--- src/source/block_xfer_macros.svh ---
`ifndef BLOCK_XFER_MACROS_SVH
`define BLOCK_XFER_MACROS_SVH

//----------------------------------------
// Data path sizes.
//----------------------------------------

// Width of one bus word.
`define WORD_BITS 32

// Bytes per bus word and so the address step between words.
`define WORD_BYTES (`WORD_BITS / 8)

// Bus words per cache block.
`define BLOCK_WORDS 8

// Byte address width.
`define ADDR_BITS 16

// Memory depth in words as a multiple of BLOCK_WORDS.
`define MEM_WORDS 256

`endif

--- src/source/block_xfer_pkg.sv ---
`include "block_xfer_macros.svh"

package block_xfer_pkg;

    //----------------------------------------
    // Shared data types.
    //----------------------------------------

    // One bus word.
    typedef logic [`WORD_BITS - 1:0] word_t;

    // Byte address.
    typedef logic [`ADDR_BITS - 1:0] addr_t;

    // Cache block with word 0 at the lowest address.
    typedef word_t [`BLOCK_WORDS - 1:0] block_t;

    // Bus response codes in AXI encoding.
    typedef enum logic [1:0] {
        OKAY   = 2'b00,
        SLVERR = 2'b10
    } resp_t;

endpackage

--- src/source/lite_master.sv ---
module lite_master
    import block_xfer_pkg::*;
(
    input  logic  clk,
    input  logic  i_reset,

    // Word request side.
    input  logic  i_word_start,
    input  logic  i_word_write,
    input  addr_t i_word_addr,
    input  word_t i_word_wdata,
    output logic  o_word_done,
    output resp_t o_word_resp,
    output word_t o_word_rdata,

    // Write address and data.
    output logic  o_awvalid,
    output addr_t o_awaddr,
    input  logic  i_awready,
    output logic  o_wvalid,
    output word_t o_wdata,
    input  logic  i_wready,

    // Write response.
    input  logic  i_bvalid,
    input  resp_t i_bresp,
    output logic  o_bready,

    // Read address and data.
    output logic  o_arvalid,
    output addr_t o_araddr,
    input  logic  i_arready,
    input  logic  i_rvalid,
    input  word_t i_rdata,
    input  resp_t i_rresp,
    output logic  o_rready
);

    typedef enum logic [1:0] {
        ST_IDLE,
        ST_ADDR,
        ST_RESP
    } state_t;

    state_t state_q;
    logic   awvalid_q;
    logic   wvalid_q;
    logic   arvalid_q;
    logic   bready_q;
    logic   rready_q;
    logic   done_q;
    logic   write_q;
    addr_t  addr_q;
    word_t  wdata_q;
    resp_t  resp_q;
    word_t  rdata_q;

    logic   accept;
    logic   b_fire;
    logic   r_fire;

    assign accept = (state_q == ST_IDLE) && i_word_start;
    assign b_fire = bready_q && i_bvalid;
    assign r_fire = rready_q && i_rvalid;

    //----------------------------------------
    // Transaction FSM.
    //----------------------------------------
    always_ff @(posedge clk) begin
        if (i_reset) begin
            state_q   <= ST_IDLE;
            awvalid_q <= 1'b0;
            wvalid_q  <= 1'b0;
            arvalid_q <= 1'b0;
            bready_q  <= 1'b0;
            rready_q  <= 1'b0;
            done_q    <= 1'b0;
        end else begin
            done_q <= 1'b0;
            case (state_q)
                ST_IDLE: begin
                    if (accept) begin
                        awvalid_q <= i_word_write;
                        wvalid_q  <= i_word_write;
                        arvalid_q <= !i_word_write;
                        state_q   <= ST_ADDR;
                    end
                end
                ST_ADDR: begin
                    if (write_q) begin
                        // Address and data may complete in different cycles.
                        if (i_awready) awvalid_q <= 1'b0;
                        if (i_wready)  wvalid_q  <= 1'b0;
                        if ((!awvalid_q || i_awready) && (!wvalid_q || i_wready)) begin
                            bready_q <= 1'b1;
                            state_q  <= ST_RESP;
                        end
                    end else if (i_arready) begin
                        arvalid_q <= 1'b0;
                        rready_q  <= 1'b1;
                        state_q   <= ST_RESP;
                    end
                end
                default: begin
                    if (b_fire || r_fire) begin
                        bready_q <= 1'b0;
                        rready_q <= 1'b0;
                        done_q   <= 1'b1;
                        state_q  <= ST_IDLE;
                    end
                end
            endcase
        end
    end

    // Request latch and response capture.
    always_ff @(posedge clk) begin
        if (accept) begin
            write_q <= i_word_write;
            addr_q  <= i_word_addr;
            wdata_q <= i_word_wdata;
        end
        if (b_fire) resp_q <= i_bresp;
        if (r_fire) begin
            resp_q  <= i_rresp;
            rdata_q <= i_rdata;
        end
    end

    assign o_word_done  = done_q;
    assign o_word_resp  = resp_q;
    assign o_word_rdata = rdata_q;
    assign o_awvalid    = awvalid_q;
    assign o_awaddr     = addr_q;
    assign o_wvalid     = wvalid_q;
    assign o_wdata      = wdata_q;
    assign o_bready     = bready_q;
    assign o_arvalid    = arvalid_q;
    assign o_araddr     = addr_q;
    assign o_rready     = rready_q;

    // A valid may only fall after the slave took it.
    a_aw_hold : assert property (@(posedge clk) disable iff (i_reset)
        $fell(o_awvalid) |-> $past(i_awready));
    a_w_hold  : assert property (@(posedge clk) disable iff (i_reset)
        $fell(o_wvalid) |-> $past(i_wready));
    a_ar_hold : assert property (@(posedge clk) disable iff (i_reset)
        $fell(o_arvalid) |-> $past(i_arready));

endmodule

--- config.mk ---
export PLATFORM = sky130hd
export DESIGN_NAME = lite_master
export DESIGN_NICKNAME = d
export VERILOG_FILES = /design/src/source/block_xfer_pkg.sv /design/src/source/lite_master.sv
export VERILOG_INCLUDE_DIRS = /design/src /design/src/source
export SDC_FILE = /design/constraint.sdc
export NUM_CORES = 1
export LEC_CHECK = 0
export BUFFER_PORTS_ARGS = -buffer_cell sky130_fd_sc_hd__buf_2
export CAP_MARGIN = 0
export CORE_MARGIN = 1.5
export CORE_UTILIZATION = 43
export CTS_BUF_LIST = sky130_fd_sc_hd__clkbuf_4
export CTS_CLUSTER_SIZE = 30
export DETAILED_ROUTE_END_ITERATION = 16
export PLACE_DENSITY = 0.81
export SYNTH_ARGS = -nofsm -noshare
export SYNTH_HDL_FRONTEND = slang
export SYNTH_SLANG_ARGS = --single-unit
--- constraint.sdc ---
create_clock -name clk -period 3.8 [get_ports clk]
set_input_delay 0.38 -clock clk [delete_from_list [all_inputs] [get_ports clk]]
set_output_delay 0.38 -clock clk [all_outputs]
set_load 0.03 [all_outputs]
==> metrics.csv <==
stage;metric;value;unit
power_and_ir_drop;internal power;1.49;mW
yosys;synthesized cell area;3060;um^2
detailed_routing;Routed Wire Length;6790;um
setup_path;Crit Path Class;flop to flop;
cts;H-tree depth;3;
power_and_ir_drop;clock share of power;0.241;
sta;setup ws final;2.01;ns
cts;worst skew pair latency;0.41;ns
final_layout;layout cell share with drive strength beyond 1;0.614;
cts;clock buffer count from CTS;9;
setup_path;number of buffers and inverters on the critical path;1;
die;die outline height;87.4;um
sta;final setup fails;0;
sta;Slew Viols, Final;0;
yosys;net count after synthesis;249;
yosys;Synth Area in Simple Gates;0.0466;
yosys;mux contribution to synthesized area;0.00736;
global_route;global route overflow;0;
power_and_ir_drop;combinational power share;0.177;
power_and_ir_drop;Pleak;1.79;nW
die;Ports;197;
yosys;syn_area_per_cell;19.6;um^2
cts;CTS root buffer;clkbuf_4;
setup_path;CP top delay family;buffers and inverters;
placement;Port Buf Inserts;196;
yosys;Post-Synth Adder-Cell Area;0;
placement;DP HPWL;5200;um
detailed_routing;Via density;4.56;
die;CORE AREA;6830;um^2
global_route;first-pass GRT wire length;9410;um
final_layout;Core Util, Final;0.611;
final_layout;most frequent cells in the layout;buf_2, edfxtp_1, nand2_1, clkbuf_4, dfxtp_1;
yosys;sequential share of the synthesized area;0.866;
detailed_routing;Initial DRC Count;92;
setup_path;Req. time, crit path;3.84;ns
cts;post-CTS setup buffer count;0;
yosys;Syn Inst Count;156;
setup_path;CP max stage delay;0.86;ns
yosys;xor/xnor share of the synthesized area;0;
hold_path;Hold Path Class;input pin to flop;
job;number of max-cap violations;0;
detailed_routing;DRT Pass-1 Iters;5;
cts;TritonCTS clock tree;built;
yosys;synth warn;0;
global_route;largest net degree at the start of global routing;52;
cts;CTS clk-pin slew, worst paths;0.14;ns
global_route;global-route usage over all layers;0.172;
yosys;flop and latch count out of synthesis;91;
detailed_routing;via count;2035;
final_layout;commonest non-fill, non-tap cell in the layout;buf_2;
sta;Final TNS setup;0;ns
die;Initial Utilization;0.448;
global_route;initial antenna violation count;0;
cts;CTS max path bufs;2;
power_and_ir_drop;Sw Share;0.289;
yosys;largest family of logic cells by synthesized area;buffers and inverters;
setup_path;CP Data Arrival Time;1.83;ns
placement;dpl ws;1.96;ns
sta;post-route minimum period;1.79;ns
final_layout;Ant. Diodes;0;
power_and_ir_drop;Design Power;2.10;mW
die;num rows;30;
run_status;status;finished, final reports clean;
yosys;compound-gate portion of the synthesized area;0.0298;
detailed_routing;routed wire length per instance;15.2;um
sta;unrepaired setup endpoints after global routing;false;
die;chip width;87.4;um
detailed_routing;post-route ant nets;0;
setup_path;Worst Setup Start Kind;flop;
sta;Rel. slew slack;0.217;
cts;clock sink count;91;
global_route;vias in the first global route;1961;
power_and_ir_drop;Net Sw Power;605;uW
setup_path;Critical Path Sink Type;flop;
sta;Setup Skew;0.00961;ns
sta;final worst-path cycle share;0.472;
final_layout;fill count;567;
setup_path;CP Cell Sequence;nand2_1 > inv_1;
setup_path;crit-path max FO;32;
power_and_ir_drop;Peak VDD IR;0.000234;V
die;DIE AREA;7640;um^2
setup_path;critical path's slowest cell;inv_1;
sta;worst slew pin tran;1.17;ns
power_and_ir_drop;PwrDens;502;nW/um^2
sta;Peak Freq;558;MHz
yosys;Yosys cell types;24;
placement;GPL Wtd Cong;0.800;
final_layout;final net count;438;
cts;hold buffers post-CTS;0;
power_and_ir_drop;sequential share of power;0.582;
final_layout;area grow syn2layout;36.3;%
cts;post_cts resized;0;
sta;Fin. Hold Viols;0;
detailed_routing;residual DRC count;0;
-- state kept, by name, summed over array words and instances (netlist names) --
name	flops
o_word_rdata	32
o_arvalid	1
o_bready	1
o_word_resp	2
o_wvalid	1
o_wdata	32
o_rready	1
o_awvalid	1
state_q	2
o_word_done	1
o_araddr	16
write_q	1
-- cells in the mapped netlist (all sizes together) --
cell type / n / area, um^2
nand3b: 1 / 7.51
dfxtp: 8 / 160
buf: 19 / 138
a21boi: 1 / 7.51
nand3: 5 / 25.0
nor2: 1 / 3.75
a21o: 1 / 7.51
nor2b: 2 / 12.5
nand2: 9 / 33.8
a2111oi: 1 / 8.76
nor3: 1 / 5.00
o21ai: 2 / 10.0
nand2b: 4 / 25.0
edfxtp: 83 / 2490
a311o: 1 / 10.0
a31oi: 4 / 25.0
a21oi: 3 / 15.0
a22oi: 1 / 7.51
or3b: 1 / 8.76
inv: 4 / 15.0
nor3b: 1 / 12.5
mux2: 2 / 22.5
nand4b: 1 / 8.76
-- metal layers --
layer	track usage	wire, um	vias to the layer above
met1	0.161	2300	950
met2	0.315	3650	116
met5	0	0	-
met3	0.0664	654	16
met4	0.0967	182	0
li1	-	-	953
-- power by group through the flow --
stage	sequential, mW	clock [mW]	combinational [mW]
global placement	1.24	0	0.367
detailed placement	1.24	0	0.374
finish	1.22	0.506	0.370
floorplan	1.38	0	0.110
CTS	1.22	0.527	0.374
global route	1.23	0.557	0.393
-- worst reg2reg max path, cell delays in order, from the launching register on --
cell and delay (ns):
dfxtp_1 0.42, nand2_1 0.12, inv_1 0.86
-- cell type report --
class	count	area (um^2)	area share
multi-input cells	42	263	0.0629
well taps	96	120	0.0288
clock buffers	9	67.6	0.0162
inverters	4	15.0	0.00360
clock inverters	7	67.6	0.0162
repair buffers	197	988	0.237
flip-flops and latches	91	2650	0.635
-- worst paths after layout --
path	slack (ns)	to	from	cells past startpoint
setup / recovery	2.01	o_word_rdata[26]	o_rready	2
hold reg to reg	0.52	o_arvalid	o_arvalid	2
setup reg to reg	2.01	o_word_rdata[26]	o_rready	2
hold / removal	0.12	o_word_rdata[3]	i_rdata[3]	1
-- stage by stage --
stage | instances | instance area (um^2) | hold slack, ns
final | 446 | 4170 | 0.124
after global routing | 446 | 4170 | 0.0743
after CTS | 446 | 4170 | 0.0880
after detailed placement | 430 | 4040 | 0.499
after global placement | 430 | 4040 | 0.484
after floorplan | 156 | 3060 | 0.479
-- logic make-up (layout without fill, tap and decap cells) --
group                  Yosys count  in the layout
AO/OA/AOI/OAI                   14             14
buffers and inverters           23            217
flip-flops                      91             91
multiplexers                     2              2
AND/OR/NAND/NOR                 26             26
(Power assumes the default switching activity.)
