--- src/source/block_xfer_macros.svh ---
`ifndef BLOCK_XFER_MACROS_SVH
`define BLOCK_XFER_MACROS_SVH

//----------------------------------------
// Data path sizes.
//----------------------------------------

// Width of one bus word.
`define WORD_BITS 32

// Bytes per bus word and so the address step between words.
`define WORD_BYTES (`WORD_BITS / 8)

// Bus words per cache block.
`define BLOCK_WORDS 8

// Byte address width.
`define ADDR_BITS 16

// Memory depth in words as a multiple of BLOCK_WORDS.
`define MEM_WORDS 256

`endif

--- src/source/block_xfer_pkg.sv ---
`include "block_xfer_macros.svh"

package block_xfer_pkg;

    //----------------------------------------
    // Shared data types.
    //----------------------------------------

    // One bus word.
    typedef logic [`WORD_BITS - 1:0] word_t;

    // Byte address.
    typedef logic [`ADDR_BITS - 1:0] addr_t;

    // Cache block with word 0 at the lowest address.
    typedef word_t [`BLOCK_WORDS - 1:0] block_t;

    // Bus response codes in AXI encoding.
    typedef enum logic [1:0] {
        OKAY   = 2'b00,
        SLVERR = 2'b10
    } resp_t;

endpackage

--- src/source/block_splitter.sv ---
`include "block_xfer_macros.svh"

module block_splitter
    import block_xfer_pkg::*;
(
    input  logic   clk,
    input  logic   i_reset,

    // Cache side.
    input  logic   i_start_read,
    input  logic   i_start_write,
    input  addr_t  i_addr,
    input  block_t i_block_data,
    output logic   o_busy,
    output logic   o_done,
    output logic   o_fault,
    output block_t o_block_data,

    // Word side towards the bus master.
    output logic   o_word_start,
    output logic   o_word_write,
    output addr_t  o_word_addr,
    output word_t  o_word_wdata,
    input  logic   i_word_done,
    input  resp_t  i_word_resp,
    input  word_t  i_word_rdata
);

    // One spare bit so an index overrun shows up.
    localparam int unsigned IDX_BITS = $clog2(`BLOCK_WORDS) + 1;

    logic                  busy_q;
    logic                  done_q;
    logic                  fault_q;
    logic                  word_start_q;
    logic [IDX_BITS - 1:0] index_q;
    logic                  write_q;
    addr_t                 base_q;
    block_t                block_q;

    logic                  start_accept;
    logic                  last_word;
    logic                  word_failed;
    logic [IDX_BITS - 2:0] word_sel;

    // Read wins when both strobes arrive together.
    assign start_accept = !busy_q && (i_start_read || i_start_write);
    assign last_word    = (index_q == IDX_BITS'(`BLOCK_WORDS - 1));
    assign word_failed  = (i_word_resp == SLVERR);
    assign word_sel     = index_q[IDX_BITS - 2:0];

    //----------------------------------------
    // Control.
    //----------------------------------------
    always_ff @(posedge clk) begin
        if (i_reset) begin
            busy_q       <= 1'b0;
            done_q       <= 1'b0;
            fault_q      <= 1'b0;
            word_start_q <= 1'b0;
            index_q      <= '0;
        end else begin
            done_q       <= 1'b0;
            fault_q      <= 1'b0;
            word_start_q <= 1'b0;
            if (start_accept) begin
                busy_q       <= 1'b1;
                word_start_q <= 1'b1;
                index_q      <= '0;
            end else if (busy_q && done_q) begin
                // Busy covers the done cycle, then drops.
                busy_q <= 1'b0;
            end else if (busy_q && i_word_done) begin
                if (word_failed || last_word) begin
                    done_q  <= 1'b1;
                    fault_q <= word_failed;
                end else begin
                    index_q      <= index_q + IDX_BITS'(1);
                    word_start_q <= 1'b1;
                end
            end
        end
    end

    //----------------------------------------
    // Request and block data.
    //----------------------------------------
    always_ff @(posedge clk) begin
        if (start_accept) begin
            write_q <= !i_start_read;
            base_q  <= i_addr;
            block_q <= i_block_data;
        end else if (busy_q && i_word_done && !write_q) begin
            block_q[word_sel] <= i_word_rdata;
        end
    end

    assign o_busy       = busy_q;
    assign o_done       = done_q;
    assign o_fault      = fault_q;
    assign o_block_data = block_q;

    assign o_word_start = word_start_q;
    assign o_word_write = write_q;
    assign o_word_addr  = base_q + addr_t'(index_q) * addr_t'(`WORD_BYTES);
    assign o_word_wdata = block_q[word_sel];

    // Completion must come before the index runs off the block.
    a_index_in_block : assert property (
        @(posedge clk) disable iff (i_reset)
        busy_q |-> (index_q <= IDX_BITS'(`BLOCK_WORDS - 1))
    );

endmodule

--- config.mk ---
export PLATFORM = sky130hd
export DESIGN_NAME = block_splitter
export DESIGN_NICKNAME = d
export VERILOG_FILES = /design/src/source/block_xfer_pkg.sv /design/src/source/block_splitter.sv
export VERILOG_INCLUDE_DIRS = /design/src /design/src/source
export SDC_FILE = /design/constraint.sdc
export NUM_CORES = 1
export LEC_CHECK = 0
export BUFFER_PORTS_ARGS = -buffer_cell sky130_fd_sc_hd__buf_2
export CAP_MARGIN = 10
export CORE_AREA = 2 2 239 241
export DETAILED_ROUTE_END_ITERATION = 10
export DIE_AREA = 0 0 241 243
export PLACE_DENSITY_LB_ADDON = 0.2
export SLEW_MARGIN = 20
export SYNTH_ARGS = -nofsm -noshare
export SYNTH_HDL_FRONTEND = slang
export SYNTH_SLANG_ARGS = --single-unit
--- constraint.sdc ---
create_clock -name clk -period 5.96 [get_ports clk]
set_input_delay 0.894 -clock clk [delete_from_list [all_inputs] [get_ports clk]]
set_output_delay 0.894 -clock clk [all_outputs]
set_load 0.02 [all_outputs]
==> results by stage <==
Final layout:
- The share of cells above drive strength 1 is 0.485.
- The number of filler instances in the final layout is 5739.
- The area growth from synthesis to layout is 34.4%.
- In the final design database the tool counted 1855 nets.

Critical path:
- The classification of the worst setup path is flop to primary output.
- In this run the critical register-to-register path is launched from index_q[0]$_SDFFE_PP0P_.
- The number of cells on the worst reg-to-reg path is 4.
- The number of buffers and inverters on the critical path is 3.
- The endpoint of the most critical register-to-register path is o_block_data[254]$_DFFE_PP_.
- The signal on the critical path passes through inv_2 > buf_4 > nor2_2 > a221oi_1 > o22ai_1 > buf_2.
- The data required time of the worst path is 5070 ps.
- The longest individual stage delay on the worst path is 880 ps.
- The worst setup path is launched from a flop.
- The critical path's top delay family is flip-flops.
- The arrival time reported for the critical path endpoint is 3410 ps.
- STA classifies the critical path endpoint as a primary output.
- Along the worst path, the maximum fanout reaches 40.
- For flop-to-flop paths, the worst setup slack is 2250 ps.
- For this design, the slowest cell found on the critical path is dfxtp_4.

Timing:
- The number of hold violations in the final report was 0.
- The count of pins over their slew limit came to 0.
- In this run the tightest slew margin relative to its limit is 0.218.
- The tightest hold margin is 507 ps.
- The highest clock frequency the design can meet is 0.232 GHz.
- Across the routed clock network, the largest skew measured is 7.49 ps.
- The shortest clock period the worst path allows after layout is 4300 ps.
- The transition time at the pin with the least slew margin is 1170 ps.
- The fraction of the cycle the final worst path needs is 0.722.
- The number of failing setup endpoints in the final timing report is 0.
- For the final routed database, the setup TNS stands at 0 ps.
- Setup repair after global routing left no endpoint under its margin.

Drt:
- In the routed design, unresolved DRC markers number 0.
- The detail route stage leaves a number of antenna-violating nets equal to 0.
- The average via count per standard cell is 5.25.
- Dividing the detail-routed wire length by the instance count gives 30.9 um.
- The final route contains 12200 vias.
- The post-detailed-routing wire length is 71800 um.
- The first-pass iteration count of the detailed router is 5.
- The first routing iteration left 988 violations.

CTS:
- The clock tree synthesis step divided the H-tree into 2 levels.
- The count of instances resized after the clock tree is built is 0.
- The clock latency reported for the late side of the worst-skew pair is 540 ps.
- Buffers added to address setup during post-CTS repair amount to 0.
- The tree built by TritonCTS fans out to 281 sinks.
- The maximum buffer depth of the clock tree is 3.
- The total clock buffers created by CTS is 36.
- The cts-stage hold buffer count is 0.
- TritonCTS built the clock tree.
- The root buffer cell chosen for the clock tree is clkbuf_16.
- After clock tree synthesis, the clock-pin slew on the worst setup and hold paths is 60 ps.

GRT:
- The number of antenna violations at the first check in global routing is 9.
- The first global-routing pass estimated 95900 um of wire.
- Across every metal layer, demand over resource in global routing totals 0.234.
- Entering global routing, the biggest net connects 104 pins.
- The number of global-route vias before repair is 12500.
- Summed over all layers, the global routing overflow is 0.

Floorplanning:
- Measured along the y axis, the die boundary spans 243 um.
- The number of placement rows is 87.
- The initial utilization of the core area, before any placement, comes to 0.248.
- During I/O placement, the number of pins put on the boundary was 620.
- The horizontal extent of the die is 241 um.
- The floorplan die area is 0.0586 mm^2.
- The area of the core region is 0.0560 mm^2.

Job:
- The number of max-capacitance violations reported is 0.

Hold path:
- The worst hold path depth is 1.
- The hold path endpoint is o_fault$_SDFF_PP0_.
- The startpoint identified for the worst hold timing path is o_done$_SDFF_PP0_.
- The kind of path behind the tightest hold check is flop to flop.

Place:
- The number of buffer cells added on primary ports is 619.
- The final RePlAce weighted congestion is 0.841.
- Detailed placement finished with a half-perimeter wire length of 50400 um.

Synth:
- The register bit count reported by yosys is 281.
- The commonest cells after synthesis are edfxtp_1 (273), a22o_1 (256), nand2_1 (39).
- The most used flip-flop cell after synthesis is edfxtp_1.
- The share of the synthesized area in the top cell type is 0.592.
- Ranked by total cell area, the synthesized netlist is headed by edfxtp_1 (59%), a22o_1 (16%), mux4_2 (2.6%).
- In this run the cell area of the synthesized design comes to 0.0139 mm^2.
- The distinct cell type count of the synthesized netlist is 59.
- The synthesized area divided by synthesized cell count is 14.2 um^2.
- For this run, the number of Yosys warnings is 0.
- The share of async-settable or async-resettable flops after synthesis is 0.
- The most frequent cell after synthesis is edfxtp_1.
- Counting flops with a built-in enable in the synthesized netlist gives 273.
- The number of instances in the synthesized netlist is 979.
- The sequential element share of the synthesized area is 0.603.
- Summed over all instances, the cell type with the most area after synthesis is edfxtp_1.
- The number of nets in the synthesized netlist is 1296.

Run status:
- The run finished with clean final reports.

Power and ir drop:
- Of the total power, the share spent switching nets is 0.310.
- The analysis attributes to net switching a power of 1.83 mW.
- In this run the static leakage power is 7.69 nW.
- For this design the ratio of total power to cell area is 316 mW/mm^2.
- The relative contribution of combinational cells to total power is 0.210.
- Cell internal power was estimated by the tool at 4.06 mW.
- The sequential power share is 0.439.
- The worst ir drop on vdd is 150 uV.
- Of the total power, the clock network draws 0.351.
[flip-flops by register name, summed over array words and instances, names as in the netlist]
signal,flops
base_q,16
index_q,4
o_block_data,256
o_busy,1
o_done,1
o_fault,1
o_word_start,1
o_word_write,1
[per-layer routing]
metal | vias up | part of all wire | global-route usage | routed length [um]
met2 | 741 | 0.49 | 0.394 | 35000
li1 | 5142 | - | - | -
met1 | 6185 | 0.40 | 0.297 | 28600
met4 | 10 | 0.028 | 0.0704 | 2050
met5 | - | 0.0010 | 0 | 73
met3 | 116 | 0.086 | 0.0540 | 6150
[how the worst max path moves through the flow]
stage / start / endpoint / slack [ps] / depth (start not counted)
after global placement: index_q[1]$_SDFFE_PP0P_ / o_block_data[142]$_DFFE_PP_ / 2070 / 5
final: index_q[1]$_SDFFE_PP0P_ / o_word_wdata[13] / 1660 / 6
after floorplan: i_word_done / o_block_data[0]$_DFFE_PP_ / 740 / 4
after CTS: index_q[1]$_SDFFE_PP0P_ / o_word_wdata[13] / 1570 / 6
after detailed placement: index_q[1]$_SDFFE_PP0P_ / o_word_wdata[13] / 2160 / 6
after global routing: index_q[1]$_SDFFE_PP0P_ / o_word_wdata[13] / 1460 / 6
[per-stage QoR]
step / power [mW] / cells / util / setup slack (ps) / instance area (um^2)
floorplan: 3.30 / 979 / - / 737 / 13900
global placement: 3.87 / 2255 / 0.313 / 2070 / 17500
detailed placement: 3.87 / 2256 / 0.314 / 2160 / 17500
CTS: 5.94 / 2318 / 0.333 / 1570 / 18600
global route: 6.08 / 2321 / 0.333 / 1460 / 18600
finish: 5.89 / 2322 / 0.333 / 1660 / 18600
[logic make-up (layout without fill, tap and decap cells)]
| kind of cell | after synthesis | in the layout | share of synthesized area |
|---|---|---|---|
| compound gates | 378 | 378 | 0.225 |
| xor+xnor | 14 | 14 | 0.00885 |
| fa+ha+maj | 6 | 6 | 0.00596 |
| buf+inv | 133 | 716 | 0.0559 |
| flops | 281 | 281 | 0.603 |
| mux | 67 | 67 | 0.0648 |
| other cells | 0 | 4 | 0 |
| simple gates | 100 | 100 | 0.0363 |
[cell usage in the layout, fill, tap and decap left out, drive strengths merged, types with 5 or more instances in the layout]
master   instances
dfxtp            8
nand2           41
mux2i           29
a22o           256
a221oi          25
a22oi           19
o2bb2ai         14
nand2b           5
o21ai           17
nor2            30
mux4            16
inv             10
o221ai           6
buf            644
o22ai            8
mux2            22
ha               5
xnor2            6
clkbuf          48
clkinv          11
a21oi           19
xor2             8
edfxtp         273
[final cells by class]
class	instances	area, um^2	share of cell area
Multi-Input combinational cell	565	4890	0.262
Inverter	10	45.0	0.00242
Tap cell	756	946	0.0508
Timing Repair Buffer	644	3300	0.177
Clock buffer	48	977	0.0524
Clock inverter	14	95.1	0.00510
Sequential cell	281	8370	0.449
Antenna cell	4	10.0	0.000537
[power by group through the flow]
stage	combinational [mW]	clock, mW	sequential [mW]
floorplan	0.477	0	2.82
global placement	1.24	0	2.63
detailed placement	1.25	0	2.62
CTS	1.25	2.11	2.59
global route	1.31	2.17	2.60
finish	1.24	2.07	2.59
Note: power is estimated with default switching activity, not from simulation.
